**config.mk**
```make
export PLATFORM = sky130hd
export DESIGN_NAME = scan_controller
export DESIGN_NICKNAME = d
export VERILOG_FILES = /design/src/design/scan_pkg.sv /design/src/design/panel_pkg.sv /design/src/design/scan_controller.sv
export SDC_FILE = /design/constraint.sdc
export NUM_CORES = 1
export LEC_CHECK = 0
export BUFFER_PORTS_ARGS = -buffer_cell sky130_fd_sc_hd__buf_2
export CAP_MARGIN = 15
export CORE_MARGIN = 8
export CORE_UTILIZATION = 50
export CTS_BUF_LIST = sky130_fd_sc_hd__clkbuf_4 sky130_fd_sc_hd__clkbuf_8
export CTS_CLUSTER_DIAMETER = 80
export DETAILED_ROUTE_END_ITERATION = 16
export PLACE_DENSITY = 0.75
export SETUP_SLACK_MARGIN = 0.5
export SKIP_CTS_REPAIR_TIMING = 1
export SLEW_MARGIN = 20
export SYNTH_ARGS = -nofsm -noshare
export SYNTH_HDL_FRONTEND = slang
export SYNTH_SLANG_ARGS = --single-unit
```
**constraint.sdc**
```tcl
create_clock -name clk -period 4.8 [get_ports clk]
set_clock_uncertainty 0.2 [all_clocks]
set_input_delay 0.72 -clock clk [delete_from_list [all_inputs] [get_ports clk]]
set_output_delay 0.72 -clock clk [all_outputs]
set_load 0.02 [all_outputs]
```
**src/design/scan_pkg.sv**
```systemverilog
/* scan timing definitions */

`default_nettype none

package scan_pkg;

	// per column: fetch, data_wait, shift_setup, shift_clock
	// per row: latch_row, show_row, blank
	typedef enum logic [2:0] {
		fetch,
		data_wait,
		shift_setup,
		shift_clock,
		latch_row,
		show_row,
		blank
	} scan_state_t;

	typedef logic [15:0] phase_cnt_t; // latch/show/blank duration counter

	localparam int def_latch_cycles = 6;
	localparam int def_show_cycles  = 6;
	localparam int def_blank_cycles = 5;

endpackage

`default_nettype wire

```
**src/design/panel_pkg.sv**
```systemverilog
/* panel geometry and frame buffer types */

`default_nettype none

package panel_pkg;

	// largest panel the frame buffer is sized for
	localparam int max_columns = 64;
	localparam int max_rows    = 32; // rows per half

	typedef logic [5:0] col_t;   // column index
	typedef logic [4:0] row_t;   // row index within one half
	typedef logic [3:0] pixel_t; // colour bits as shifted into the panel

	// write request from the external loader
	typedef struct packed {
		logic   half; // 0 upper, 1 lower
		row_t   row;
		col_t   col;
		pixel_t pixel;
	} fb_write_t;

	// read request, one position in both halves
	typedef struct packed {
		row_t row;
		col_t col;
	} fb_read_t;

endpackage

`default_nettype wire
```
**src/design/scan_controller.sv**
```systemverilog
/* column and row scan FSM */

`timescale 1ns/100ps
`default_nettype none

module scan_controller #(
	parameter int columns      = panel_pkg::max_columns,
	parameter int rows         = panel_pkg::max_rows,
	parameter int latch_cycles = scan_pkg::def_latch_cycles,
	parameter int show_cycles  = scan_pkg::def_show_cycles,
	parameter int blank_cycles = scan_pkg::def_blank_cycles
) (
	input  wire                  clk,
	input  wire                  rst,
	output panel_pkg::fb_read_t  fb_rd,
	output logic                 fb_rd_stb,
	output panel_pkg::row_t      row_addr,
	output logic                 display_clk,
	output logic                 latch,
	output logic                 display_oe // active low
);

	// terminal counts
	localparam panel_pkg::col_t     last_col   = panel_pkg::col_t'(columns - 1);
	localparam panel_pkg::row_t     last_row   = panel_pkg::row_t'(rows - 1);
	localparam scan_pkg::phase_cnt_t latch_last = scan_pkg::phase_cnt_t'(latch_cycles - 1);
	localparam scan_pkg::phase_cnt_t show_last  = scan_pkg::phase_cnt_t'(show_cycles - 1);
	localparam scan_pkg::phase_cnt_t blank_last = scan_pkg::phase_cnt_t'(blank_cycles - 1);

	scan_pkg::scan_state_t state;
	panel_pkg::col_t       col;
	panel_pkg::row_t       row;
	scan_pkg::phase_cnt_t  phase; // shared by latch, show and blank

	always_ff @(posedge clk or posedge rst) begin
		if (rst) begin
			state <= scan_pkg::fetch;
			col   <= '0;
			row   <= '0;
			phase <= '0;
		end else begin
			case (state)
				scan_pkg::fetch: begin
					state <= scan_pkg::data_wait;
				end
				scan_pkg::data_wait: begin
					state <= scan_pkg::shift_setup; // pixels arrive next cycle
				end
				scan_pkg::shift_setup: begin
					state <= scan_pkg::shift_clock;
				end
				scan_pkg::shift_clock: begin
					if (col == last_col) begin
						col   <= '0;
						phase <= '0;
						state <= scan_pkg::latch_row;
					end else begin
						col   <= col + 1'b1;
						state <= scan_pkg::fetch;
					end
				end
				scan_pkg::latch_row: begin
					if (phase == latch_last) begin
						phase <= '0;
						state <= scan_pkg::show_row;
					end else begin
						phase <= phase + 1'b1;
					end
				end
				scan_pkg::show_row: begin
					if (phase == show_last) begin
						phase <= '0;
						state <= scan_pkg::blank;
					end else begin
						phase <= phase + 1'b1;
					end
				end
				scan_pkg::blank: begin
					if (phase == blank_last) begin
						phase <= '0;
						state <= scan_pkg::fetch;
						// step row only once the panel is dark again
						if (row == last_row)
							row <= '0;
						else
							row <= row + 1'b1;
					end else begin
						phase <= phase + 1'b1;
					end
				end
				default: begin
					state <= scan_pkg::fetch;
				end
			endcase
		end
	end

	// controls straight from the registered state
	assign fb_rd.row   = row;
	assign fb_rd.col   = col;
	assign fb_rd_stb   = (state == scan_pkg::fetch);
	assign display_clk = (state == scan_pkg::shift_clock);
	assign latch       = (state == scan_pkg::latch_row);
	assign display_oe  = (state != scan_pkg::show_row);
	assign row_addr    = row;

	// a row step under latch or lit outputs would show the wrong row
	row_held_while_lit: assert property (@(posedge clk) disable iff (rst)
		!$stable(row_addr) |-> !latch && display_oe && $past(!latch && display_oe));

	row_in_range: assert property (@(posedge clk) disable iff (rst)
		int'(row_addr) < rows);

	// shift clock is a single-cycle pulse
	clk_single_pulse: assert property (@(posedge clk) disable iff (rst)
		display_clk |=> !display_clk);

endmodule

`default_nettype wire

```
After elaboration in Yosys (flattened, before gate mapping):

Index checks and enable logic that the tools add are counted.
Widths: inputs -> output; s select.

* muxes and demuxes: 11
* reduce and logical (&&, ||, !) cells: 6
* eq/ne operators: 15
* $add $sub $neg: 3

Operators by type and width (number)
* $mux 16: 3
* $pmux 16 s3: 1
* $eq 16x3->1 const B: 2
* $pmux 3 s7: 1
* $add 16x1->16 const B: 1
* $mux 3: 4
* $eq 3x3->1 const B: 3
* $add 6x1->6 const B: 1
* $eq 3x2->1 const B: 2
* $eq 6x6->1 const B: 1
* $mux 6: 1
* $add 5x1->5 const B: 1
* $eq 5x5->1 const B: 1
* $mux 5: 1
* $ne 2x1->1 const B: 2
* $ne 2x2->1 const B: 2
* $reduce_and 2->1: 2
* $eq 3x1->1 const B: 1
* $logic_not 3->1: 1
* $ne 3x3->1 const B: 1
* $reduce_and 3->1: 1
* $reduce_bool 3->1: 1
* $reduce_or 2->1: 1

* register bits after elaboration: 30
* input bits: 2
* word-level logic and storage cells: 39

Logic depth before layout (Yosys ltp):

Gate-level depths: netlist of run 1.

* depth after elaboration: 4
* gate-level depth with buffers: 8
* mapped depth without buffers: 6

Worst setup path after synthesis of run 1:

No wires, ideal clock.

* kind: reg-to-reg
* start: register phase[0]
* end: register row[4], in the netlist row_addr[4]
* period minus slack after synthesis: 2029 ps
* data required time: 4475 ps
* stages on the path, launching flop included: 7
* slack: 2771 ps
* buffers on the path: 0
* data arrival time: 1704 ps
* path through: dfrtp_1 inv_1 ha_1 inv_1 or3_1 or2_4 mux2_4

* word-level cells in the longest chain between the ends: 2

Ends and longest elaborated chain
* start, declared: line scan_controller.sv:33 `scan_pkg::phase_cnt_t phase;`
* start signal, assigned: line scan_controller.sv:67 `phase <= phase + 1'b1;`
* start signal, assigned: line scan_controller.sv:75 `phase <= phase + 1'b1;`
* start signal, assigned: line scan_controller.sv:88 `phase <= phase + 1'b1;`
* $eq 16x3->1: line scan_controller.sv:79 `if (phase == blank_last) begin`
* $reduce_and 2->1 (no source line)
* end signal, assigned: line scan_controller.sv:86 `row <= row + 1'b1;`
* end, declared: line scan_controller.sv:32 `panel_pkg::row_t row;`

Every way passes these cells.
A chain may end at the register's enable or synchronous reset.

Worst setup path after layout of run 1:

* start: register state[2]
* end: output display_clk

* word-level cells in the longest chain between the ends: 1

Ends and longest elaborated chain
* start, declared: line scan_controller.sv:30 `scan_pkg::scan_state_t state;`
* start signal, assigned: line scan_controller.sv:37 `state <= scan_pkg::fetch;`
* start signal, assigned: line scan_controller.sv:44 `state <= scan_pkg::data_wait;`
* start signal, assigned: line scan_controller.sv:47 `state <= scan_pkg::shift_setup;`
* $eq 3x2->1: line scan_controller.sv:102 `assign display_clk = (state == scan_pkg::shift_clock);`
* end, declared: line scan_controller.sv:18 `output logic display_clk,`

Every way passes these cells.

==> results of run 1 <==
layer usage:
metal  wire length (um)  vias to the layer above
li1                   -                      805
met1               1850                      748
met2               1800                       42
met3                224                        4
met4                 38                        0
met5                  0                        -
area by class of cell:
type | count | area [sq um] | area share, %
inverters | 12 | 45.0 | 2.13
multi-input cells | 155 | 1060 | 50.1
flip-flops and latches | 30 | 751 | 35.5
repair buffers | 23 | 120 | 5.69
well taps | 48 | 60.1 | 2.84
clock inverters | 2 | 10.0 | 0.474
clock buffers | 5 | 68.8 | 3.26
cell families after synthesis:
family / synth area share (%)
mux: 1.29
compound gates: 20.4
xor+xnor: 1.81
simple gates: 26.9
flops: 38.8
buf+inv: 6.92
fa+ha+maj: 3.88
stage by stage:
step / std cells / hold WS (ps)
global route: 275 / 352
global placement: 268 / 299
floorplan: 211 / 314
detailed placement: 268 / 303
CTS: 275 / 306
finish: 275 / 299
registers in the layout (all words and copies together), names as in the netlist:
signal / cells
col: 6
state: 3
row_addr: 5
phase: 16
worst paths after layout:
kind / endpoint / cells after the start
max: display_clk / 3
min: col[1] / 3
max reg2reg: phase[12] / 5
min reg2reg: col[4] / 1
max in group asynchronous: phase[14] / 3
min in group clk: col[4] / 1
critical path, delay by kind of cell (launching register included):
| kind | cells | cell delay [ps] |
|---|---|---|
| DFF | 1 | 480 |
| and+or+nand+nor | 1 | 340 |
| buffers and inverters | 2 | 360 |
cell usage after synthesis, types with 2 or more instances:
cell                        number
sky130_fd_sc_hd__and3_1          4
sky130_fd_sc_hd__nor4_1          4
sky130_fd_sc_hd__nand2_1        21
sky130_fd_sc_hd__inv_1          11
sky130_fd_sc_hd__dfrtp_1        30
sky130_fd_sc_hd__a31oi_1         3
sky130_fd_sc_hd__o21ai_0        25
sky130_fd_sc_hd__a211oi_1        3
sky130_fd_sc_hd__nor3_1          9
sky130_fd_sc_hd__o41ai_1         2
sky130_fd_sc_hd__buf_2           5
sky130_fd_sc_hd__and4_1          2
sky130_fd_sc_hd__or3_1           2
sky130_fd_sc_hd__nor4_4          2
sky130_fd_sc_hd__nor2_1         11
sky130_fd_sc_hd__o211ai_1        5
sky130_fd_sc_hd__o2111ai_1       2
sky130_fd_sc_hd__o31ai_1         3
sky130_fd_sc_hd__nand3_1         4
sky130_fd_sc_hd__a21oi_1         3
sky130_fd_sc_hd__ha_1            6
sky130_fd_sc_hd__and2_1          2
sky130_fd_sc_hd__buf_4           8
sky130_fd_sc_hd__xnor2_1         3
sky130_fd_sc_hd__nand2b_1        5
sky130_fd_sc_hd__nand4_1         6
sky130_fd_sc_hd__o221ai_1        2
power breakdown:
group | switching (mW) | internal [mW] | leakage, nW
Sequential | 0 | 0.253 | 0.405
Clock | 0.0915 | 0.0969 | 0.0438
Combinational | 0.00492 | 0.000886 | 0.427
Total | 0.0964 | 0.351 | 0.876
==> results, run 1 <==
- The run finished with clean final reports.
- The maximum ir drop on the vdd rail is 0.000151 V.
- Setup violations remaining at the end of the flow were counted as 0.
- The type of element capturing the critical path is a primary output.
- The class of the tightest hold or removal check is input port to async pin.
- The insertion delay to the later sink of the worst-skew pair is approximately 280 ps.
- The total die area is ~0.0061 sq mm.
- By area the synthesized netlist is led by sky130_fd_sc_hd__dfrtp_1, sky130_fd_sc_hd__o21ai_0, sky130_fd_sc_hd__nand2_1, sky130_fd_sc_hd__ha_1, sky130_fd_sc_hd__buf_4.
- The total chip power is between 400 and 500 uW.
- The initial antenna violation count is 0.
- The initial utilization of the core area, before any placement, comes to 52.4%.
- The pre-antenna-repair detailed-routing pass consisted of 5 iterations.
- The placed instances occupy a cell area of a little over 0.002 sq mm.
- The first global-routing pass estimated 6760 um of wire.
- Averaged over all synthesized cells, the footprint is 9.17 sq um.
- Summing every instance area after synthesis gives around 0.0019 sq mm.
- The area added between synthesis and finish is 9.19%.
- The number of antenna diodes in the final layout is 0.
- The max-slew violation total from the final report is 0.
- In this run, synthesis produced a sequential element count of 30.
- The reported max-cap violation count is 0.
- After detailed routing, the total wire length is around 3900 um.
- The remaining max-slew budget at the tightest pin is between 30% and 40%.
- The fmax is roughly 0.42 GHz.
- The post-route DRC violation count is 0.
- The analysis attributes to cell leakage a power of 0.876 nW.
- The number of global-route vias before repair is about 1500.
- Tracing the worst setup path back leads to its startpoint at state[2].
- After routing, the total negative slack on setup checks comes to 0 ps.
- The critical path arrival is around 1500 ps.
- The launching element type of the critical path is a flip-flop.
- The utilization after layout is a little under three fifths.
- Synthesis produced a netlist with a net count of 219.
- The number of flops mapped to enable cells by yosys is 0.
- The total routing usage reported by global routing is a little over an eighth.
- The congestion estimate from routability-driven global placement came to between 0.8 and 0.9.
- The clock edge transition at the registers on the reported setup and hold paths is around 60 ps.
- In this run the register-to-register setup slack is between 2000 and 2500 ps.
- The I/O pin count is 22.
- For met2 alone, demand over resource in global routing was between 20% and 30%.
- Synthesis instantiated 55 different standard cells from the library.
- The worst path needs between 2000 and 2500 ps of the cycle, external delays included.
- Dividing the detail-routed via count by the number of cells gives 5.81.
- Data on the critical path is required at its endpoint by approximately 3900 ps.
- The layout filler cell count is ~340.
- The post-layout instance area is 0.00211 sq mm.
- The number of levels in the clock H-tree is 2.
- The HPWL after detailed placement is 2750 um.
- The commonest non-fill, non-tap cell in the layout is sky130_fd_sc_hd__dfrtp_1.
- The busiest layer in global routing is met2.
- The CTS tree is yes.
- For this run, asynchronously set or reset flops after synthesis account for between 90% and 100%.
- The total number of yosys warnings is 0.
- In this run the deepest clock path goes through 2 buffers.
- On the critical path, the stage with the largest delay is an instance of sky130_fd_sc_hd__dfrtp_1.
- The horizontal extent of the die is 78.2 um.
- Setup repair after global routing left no endpoint under its margin.
- The synthesized netlist cell count is between 200 and 250.
- The share of Yosys cell area claimed by the top area cell type is roughly two fifths.
- The final critical path takes up between 40% and 50% of the cycle.
- Global routing used ~17% of the available met1 tracks.
- The transition time at the pin with the least slew margin is 907 ps.
- The critical path goes through nand3b_2 -> inv_2 -> buf_2.
- The count of nets left with antenna violations once routing finished came out at 0.
- The number of nets in the finished design is approximately 240.
- Sequential elements use ~39% of the synthesized area.
- The final worst slack is approximately 2400 ps.
- The biggest area contributor in the post-synthesis netlist is sky130_fd_sc_hd__dfrtp_1.
- The met3 usage is 4.44%.
- In the final routed layout, each cell accounts on average for between 10 and 15 um.
- The library cells used most frequently in the layout, excluding fill and tap cells, are sky130_fd_sc_hd__dfrtp_1, sky130_fd_sc_hd__o21ai_0, sky130_fd_sc_hd__nand2_1, sky130_fd_sc_hd__buf_2.
- The setup slack at placement is around 2400 ps.
- The stage delay of the slowest cell on the critical path is 480 ps.
- The share of layout cells above drive strength 1 is between 20% and 30%.
- The number of clock sinks is 30.
- The CTS buffer count is 5.
- The critical path class is flip-flop to primary output.
- The final hold violation count came to 0.
- The quantity of I/O buffers inserted on ports is 21.
- The power per unit of standard cell area is approximately 210 mW/mm^2.
- The floorplan core area is ~0.0037 sq mm.
- In this run the critical register-to-register path is launched from phase[0].
- The worst-path maximum fanout is 11.
- The final global-route overflow total is 0.
- Detailed routing inserted a total of around 1600 vias.
- The initialized floorplan defines 22 standard-cell rows.
- The commonest register cell after synthesis is sky130_fd_sc_hd__dfrtp_1.
- The initial detailed-routing violation count is between 70 and 80.
- The cell sitting at the root of the clock tree is a sky130_fd_sc_hd__clkbuf_8.
- From bottom edge to top edge, the die measures roughly 80 um.
- Entering global routing, the biggest net connects 31 pins.
Note: power is estimated with default switching activity, not from simulation.
==> run 2: changes to the inputs <==
==> constraint.sdc (replaced) <==
create_clock -name clk -period 2.3 [get_ports clk]
set_clock_uncertainty 0.2 [all_clocks]
set_input_delay 0.345 -clock clk [delete_from_list [all_inputs] [get_ports clk]]
set_output_delay 0.345 -clock clk [all_outputs]
set_load 0.02 [all_outputs]
==> run 2 against run 1 <==
  * Combinational power is 130% higher
  * Power grew to 2.7 times the previous value
  * Critical endpoint is now row_addr[4]
  * Largest power group is now clock
  * Setup slack worse by 2100 ps
  * Via count is 14% higher
  * Highest routed layer unchanged
==> results, run 2 (synthesis results as in run 1) <==
- The highest metal layer carrying signal wires in the routed design is met4.
- The final setup violation count came to 0 (unchanged).
- Leaving out fill and tap cells, the most frequent cell in the layout is sky130_fd_sc_hd__buf_4.
- The initial antenna violation count is 0 (unchanged).
- Setup repair after global routing could not meet its margin everywhere.
- The critical path is of the flip-flop to flip-flop type.
- The area added between synthesis and finish is 35.3%.
- The power per unit of standard cell area is 462 mW/mm^2 (+120%).
- The global-route wire length before repair was 7350 um (+8.7%).
- The number of clock sinks is 30 (unchanged).
- The worst setup path is launched from a flip-flop.
- The leakage power is 1.12 nW (+27%).
- The path class of the tightest hold or removal check is flip-flop to flip-flop.
- The number of placement rows is 22 (unchanged).
- On the critical path, the stage with the largest delay is an instance of sky130_fd_sc_hd__dfrtp_2.
- The area taken by flip-flops and latches came to 759 sq um (+1.2%).
- The transition time at the pin with the least slew margin is 410 ps (-497 ps).
- The register bank with the most flops is phase.
- The post-detailed-placement half-perimeter wirelength is 3030 um (+10%).
- The total routing usage reported by global routing came to 14.6% (+1.3 points).
- TritonCTS built the clock tree.
- The starting density of the core is 52.4% (unchanged).
- The flow ran to the end, and the final reports show no timing, DRC or antenna violations.
- The reported max-cap violation count is 0 (unchanged).
- The smallest clock period supported by the final layout is computed as ~2000 ps.
- The required time reported for the critical path endpoint is 2260 ps (-1620 ps).
- The number of nets in the finished design is 273 (+16%).
- The critical path goes through nor4_4 -> buf_4 -> nand4_4 -> or2_4 -> mux2_4.
- The total instance count after detailed placement was 280 (+4.5%).
- The CTS buffer count is 5 (unchanged).
- The number of levels in the clock H-tree was 2 (unchanged).
- The die extent in y was 78.2 um (unchanged).
- The diode insertion count for antenna repair is 0 (unchanged).
- The via total after detailed routing was 1826 (+14%).
- Of the available clock period, the critical path in the final layout requires ~87%.
- In the layout the commonest cells are sky130_fd_sc_hd__buf_4, sky130_fd_sc_hd__dfrtp_1, sky130_fd_sc_hd__nand2_1.
- The final hold violation count came to 0 (unchanged).
- The share of layout cells above drive strength 1 is 40.2% (+20 points).
- The met1 wire length came to 2090 um (+13%).
- The total chip power came to 1.21 mW (+170%).
- The type of element capturing the critical path is a flip-flop.
- The floorplan core area is 0.00369 sq mm (unchanged).
- The flip-flop count of the largest register after layout is 16 (unchanged).
- The final cell count without fillers is 314 (+14%).
- The worst-path maximum fanout is 5 (-6).
- The layout filler cell count is 277 (-19%).
- The routability congestion estimate was 0.831 (-0.52%).
- The number of buffers between clock root and the deepest sink was 2 (unchanged).
- The number of global-route vias before repair was 1622 (+9.2%).
- The average wire per cell in the routed design is 16.0 um (+12%).
- The total routed wirelength is 5010 um (+28%).
- The first-pass iteration count of the detailed router was 4 (-1).
- The clock edge transition at the registers on the reported setup and hold paths is 70 ps (about the same).
- The count of antenna-violating nets left after detailed routing came to 0 (unchanged).
- The remaining max-slew budget at the tightest pin is 72.6% (+33 points).
- The multi-input combinational cell area was 0.00118 sq mm (+12%).
- The I/O pin count is 22 (unchanged).
- The average vias per placed instance came to 5.82 (about the same).
- The total die area is 0.00612 sq mm (unchanged).
- The fmax is roughly 0.50 GHz.
- The critical path arrival is 1960 ps (+500 ps).
- The final setup TNS came to 0 ps (unchanged).
- The maximum ir drop on the vdd rail is 0.000350 V (+130%).
- The stage delay of the slowest cell on the critical path is 460 ps (-20 ps).
- The post-route DRC violation count is 0 (unchanged).
- The quantity of I/O buffers inserted on ports is 21 (unchanged).
- The initial detailed-routing violation count was 139 (+90%).
- The met2 wire length is 2500 um (+39%).
- The CTS root buffer is sky130_fd_sc_hd__clkbuf_8.
- The horizontal extent of the die is 78.2 um (unchanged).
- The wire length on met3 is 356 um (+59%).
- The maximum number of pins on one net before global-route repair came to 31 (unchanged).
- The insertion delay to the later sink of the worst-skew pair came to 290 ps (about the same).
- The max-slew violation total from the final report was 0 (unchanged).
- The final global-route overflow total came to 0 (unchanged).
-- run 2: cell types whose count changed in the layout (fill, tap and decap cells not counted), moves of 2 or more --
cell,before,now
sky130_fd_sc_hd__inv_1,11,8
sky130_fd_sc_hd__o21ai_1,0,7
sky130_fd_sc_hd__buf_6,0,5
sky130_fd_sc_hd__bufinv_16,0,2
sky130_fd_sc_hd__buf_2,21,19
sky130_fd_sc_hd__o21ai_0,25,15
sky130_fd_sc_hd__dfrtp_1,30,23
sky130_fd_sc_hd__dfrtp_2,0,7
sky130_fd_sc_hd__inv_4,0,2
sky130_fd_sc_hd__clkinv_2,2,0
sky130_fd_sc_hd__buf_4,2,35
sky130_fd_sc_hd__o21ai_2,0,3
-- run 2: path summary, 6_finish.rpt --
path                       cells past startpoint          end     start  slack [ps]
setup / recovery                               5  row_addr[4]  phase[3]         300
hold / removal                                 2       col[1]    col[1]         330
setup reg to reg                               5  row_addr[4]  phase[3]         300
hold reg to reg                                2       col[1]    col[1]         330
max in group asynchronous                      4     phase[3]       rst        1120
min in group asynchronous                      4     phase[8]       rst         460
-- run 2: routing by layer --
layer	vias up	GRT usage, %
li1	889	-
met1	864	18.6
met2	67	22.8
met3	6	3.99
met4	0	6.11
met5	-	0
-- run 2: worst max-delay path: cells and delay by family, from the launching register on --
family | cells | cell delay, ps
mux | 1 | 300
buf+inv | 1 | 190
simple gates | 3 | 730
flops | 1 | 460
-- run 2: power breakdown --
part | total, mW | switching [mW] | internal [mW]
Clock | 0.669 | 0.207 | 0.462
Sequential | 0.527 | 0 | 0.527
Combinational | 0.0134 | 0.0104 | 0.00295
Total | 1.21 | 0.217 | 0.992
-- run 2: final cells by class --
type	count	share of cell area (%)
multi-input cells	156	45.1
flip-flops and latches	30	29.0
repair buffers	60	16.2
clock buffers	6	3.15
clock inverters	2	2.29
well taps	48	2.29
inverters	12	1.91
-- run 2: stage by stage --
| stage | utilization [%] | hold WS [ps] | worst slack (ps) | cell area (sq um) |
|---|---|---|---|---|
| after floorplan | - | 236 | 371 | 1960 |
| after global placement | 58.1 | 239 | 287 | 2140 |
| after detailed placement | 58.1 | 237 | 160 | 2140 |
| after CTS | 62.0 | -73.6 | 167 | 2290 |
| after global routing | 71.0 | 344 | 224 | 2620 |
| final | 71.0 | 328 | 301 | 2620 |
==> run 3: changes to the inputs <==
--- a/config.mk
+++ b/config.mk
@@ -12,7 +12,7 @@
 export CTS_BUF_LIST = sky130_fd_sc_hd__clkbuf_4 sky130_fd_sc_hd__clkbuf_8
 export CTS_CLUSTER_DIAMETER = 80
 export DETAILED_ROUTE_END_ITERATION = 16
-export PLACE_DENSITY = 0.75
+export PLACE_DENSITY = 0.78
 export SETUP_SLACK_MARGIN = 0.5
 export SKIP_CTS_REPAIR_TIMING = 1
 export SLEW_MARGIN = 20
==> constraint.sdc (replaced) <==
create_clock -name clk -period 1.8 [get_ports clk]
set_clock_uncertainty 0.2 [all_clocks]
set_input_delay 0.27 -clock clk [delete_from_list [all_inputs] [get_ports clk]]
set_output_delay 0.27 -clock clk [all_outputs]
set_load 0.02 [all_outputs]
==> run 3 against run 2 <==
  * The run now ends with negative setup slack left
  * Design area is 15% higher
  * Sequential power rose by 28%
  * Critical path depth decreased by 1
  * Critical endpoint unchanged
  * Highest routed layer unchanged
  * Utilization is 11 points higher
==> results, run 3 (synthesis results as in run 1) <==
- TritonCTS built the clock tree.
- The insertion delay to the later sink of the worst-skew pair is 290 ps (about the same).
- The average wire per cell in the routed design was 17.9 um (+12%).
- The worst hold margin is 369 ps (+41.2 ps).
- The number of nets in the finished design is 311 (+14%).
- The slowest stage cell on the critical path is sky130_fd_sc_hd__dfrtp_1.
- The start of the worst register-to-register path is phase[3].
- The number of buffers and inverters on the critical path is 0 (-1).
- In this run the critical register-to-register path is captured at row_addr[4].
- The transition time at the pin with the least slew margin was 402 ps (-8.13 ps).
- The switching portion of total power was 22.2% (+4.2 points).
- The final hold violation count was 0 (unchanged).
- The critical path in this run is classified as flip-flop to flip-flop.
- The final setup violation count was 20 (+20).
- The worst-case register-to-register setup slack came to -180 ps (-480 ps).
- STA classifies the critical path endpoint as a flip-flop.
- The total routed wirelength is 6310 um (+26%).
- The minimum clock period is 1980 ps (-23.0 ps).
- The clock edge transition at the registers on the reported setup and hold paths is 70 ps (about the same).
- The worst setup path is launched from a flip-flop.
- The starting density of the core is 52.4% (unchanged).
- The quantity of I/O buffers inserted on ports is 21 (unchanged).
- The routability congestion estimate is 0.837 (+0.83%).
- Grouping stages by cell kind, the critical path spends the most delay in simple AND/OR/NAND/NOR gates.
- The stage delay of the slowest cell on the critical path was 440 ps (-20 ps).
- Traced cell by cell, the critical path runs through nor4_4 -> nand4_4 -> or2_4 -> mux2_4.
- Setup repair after global routing could not meet its margin everywhere.
- The fmax was 0.506 GHz (+1.2%).
- The floorplan core area was 0.00369 sq mm (unchanged).
- The area taken by flip-flops and latches came to 763 sq um (+0.49%).
- The count of antenna-violating nets left after detailed routing is 0 (unchanged).
- The checks that failed: negative setup slack.
- The final worst slack came to -176 ps (-477 ps).
- The final cell count without fillers is 352 (+12%).
- Tracing the worst setup path back leads to its startpoint at phase[3].
- The number of global-route vias before repair is 1911 (+18%).
- The internal power is 998 uW (+0.51%).
- The total instance count after detailed placement is 320 (+14%).
- The via total after detailed routing came to 2105 (+15%).
- The average vias per placed instance came to 5.98 (+2.8%).
- The cell count of the worst reg-to-reg path is 4 (-1).
- The power per unit of standard cell area was 424 mW/mm^2 (-8.2%).
- In the layout the commonest cells are sky130_fd_sc_hd__buf_4, sky130_fd_sc_hd__buf_6, sky130_fd_sc_hd__nand2_1.
- The maximum ir drop on the vdd rail was 0.000293 V (-16%).
- The critical path ends at row_addr[4].
- The global-route wire length before repair is 8510 um (+16%).
- The net switching component of the power is 285 uW (+31%).
- The path class of the tightest hold or removal check is flip-flop to flip-flop.
- The logic gate share of total power is 1.4% (+0.3 points).
- The leakage power is 1.30 nW (+16%).
- The part of the total power dissipated in sequential elements is 52.6% (+9.0 points).
- The initial detailed-routing violation count is 176 (+27%).
- The post-detailed-placement half-perimeter wirelength is 3650 um (+20%).
- The portion of total power attributed to the clock network came to 46.0% (-9.3 points).
- The worst-path maximum fanout was 6 (+1).
- The flip-flop count of the largest register after layout came to 16 (unchanged).
- The flow ran to the end, but the final reports show violations.
- The utilization after layout was 82.0% (+11 points).
- The multi-input combinational cell area is 0.00124 sq mm (+5.2%).
- The required time reported for the critical path endpoint is 1770 ps (-490 ps).
- The maximum number of pins on one net before global-route repair was 31 (unchanged).
- The final global-route overflow total is 0 (unchanged).
- The post-layout instance area is 0.00302 sq mm (+15%).
- The critical path arrival is 1950 ps (about the same).
- The initial antenna violation count is 0 (unchanged).
- The share of the clock period used by the worst path is 110% (+23 points).
- The area added between synthesis and finish is 56.3%.
- The total die area is 0.00612 sq mm (unchanged).
- The number of placement rows is 22 (unchanged).
- The layout filler cell count is 195 (-30%).
- The I/O pin count is 22 (unchanged).
- The placed instance area was 0.00253 sq mm (+18%).
- The reported max-cap violation count is 0 (unchanged).
- The post-route DRC violation count is 0 (unchanged).
- The number of levels in the clock H-tree is 2 (unchanged).
- The max-slew violation total from the final report is 0 (unchanged).
- The total routing usage reported by global routing is 16.8% (+2.2 points).
- Counting flops per register, the top entry is phase.
- The total chip power is 1.28 mW (+6.0%).
- The first-pass iteration count of the detailed router came to 5 (+1).
- The horizontal extent of the die is 78.2 um (unchanged).
- The share of layout cells above drive strength 1 is 53.0% (+13 points).
- The commonest non-fill, non-tap cell in the layout is sky130_fd_sc_hd__buf_4.
- The critical path depth was 4 (-1).
- The die extent in y was 78.2 um (unchanged).
- The remaining max-slew budget at the tightest pin is 73.2% (+0.57 points).
- The number of buffers between clock root and the deepest sink came to 2 (unchanged).
- The diode insertion count for antenna repair came to 0 (unchanged).
- The CTS buffer count was 5 (unchanged).
- The root buffer cell chosen for the clock tree is sky130_fd_sc_hd__clkbuf_8.
- The number of clock sinks came to 30 (unchanged).
[run 3: changes by cell type in the layout (fill, tap and decap cells not counted), sizes merged]
cell,change
buf,+38
bufinv,-2
clkbuf,+2
nand4,-1
nor2,+1
[run 3: worst reg2reg max path, stage by stage (launching register included)]
cell and delay [ps]:
sky130_fd_sc_hd__dfrtp_1 440, sky130_fd_sc_hd__nor4_4 420, sky130_fd_sc_hd__nand4_4 190, sky130_fd_sc_hd__or2_4 310
sky130_fd_sc_hd__mux2_4 310
[run 3: metrics by stage]
step / setup slack (ps) / TNS [ps]
finish: -176 / -1930
floorplan: -129 / -307
global route: -231 / -3650
global placement: -65.2 / -547
CTS: -145 / -1910
detailed placement: -139 / -1590
[run 3: worst min-delay path by stage]
stage / cells past startpoint / startpoint / endpoint / slack, ps
floorplan: 1 / rst / phase[0] / 160
global placement: 3 / rst / phase[7] / 170
detailed placement: 3 / rst / phase[7] / 190
CTS: 3 / rst / col[2] / -120
global route: 1 / col[0] / col[0] / 390
finish: 1 / col[0] / col[0] / 370
[run 3: metal layers]
layer	global-route usage (%)	wire length, um	part of all wire [%]
met2	28.1	3310	52
met4	9.07	214	3.4
met5	0	0	0
met1	19.3	2450	39
met3	4.21	339	5.4
[run 3: area by class of cell]
| cell class | instances | share of cell area, % |
|---|---|---|
| repair buffers | 98 | 27.0 |
| flip-flops and latches | 30 | 25.2 |
| multi-input cells | 156 | 41.1 |
| inverters | 12 | 1.66 |
| well taps | 48 | 1.99 |
| clock buffers | 8 | 3.02 |
[run 3: power groups by stage]
stage	logic, mW	clock network (mW)	registers, mW
6_report	0.0181	0.590	0.674
5_1_grt	0.0214	0.621	0.673
4_1_cts	0.0177	0.589	0.674
3_5_place_dp	0.0177	0	0.687
3_3_place_gp	0.0168	0	0.687
2_1_floorplan	0.00995	0	0.687
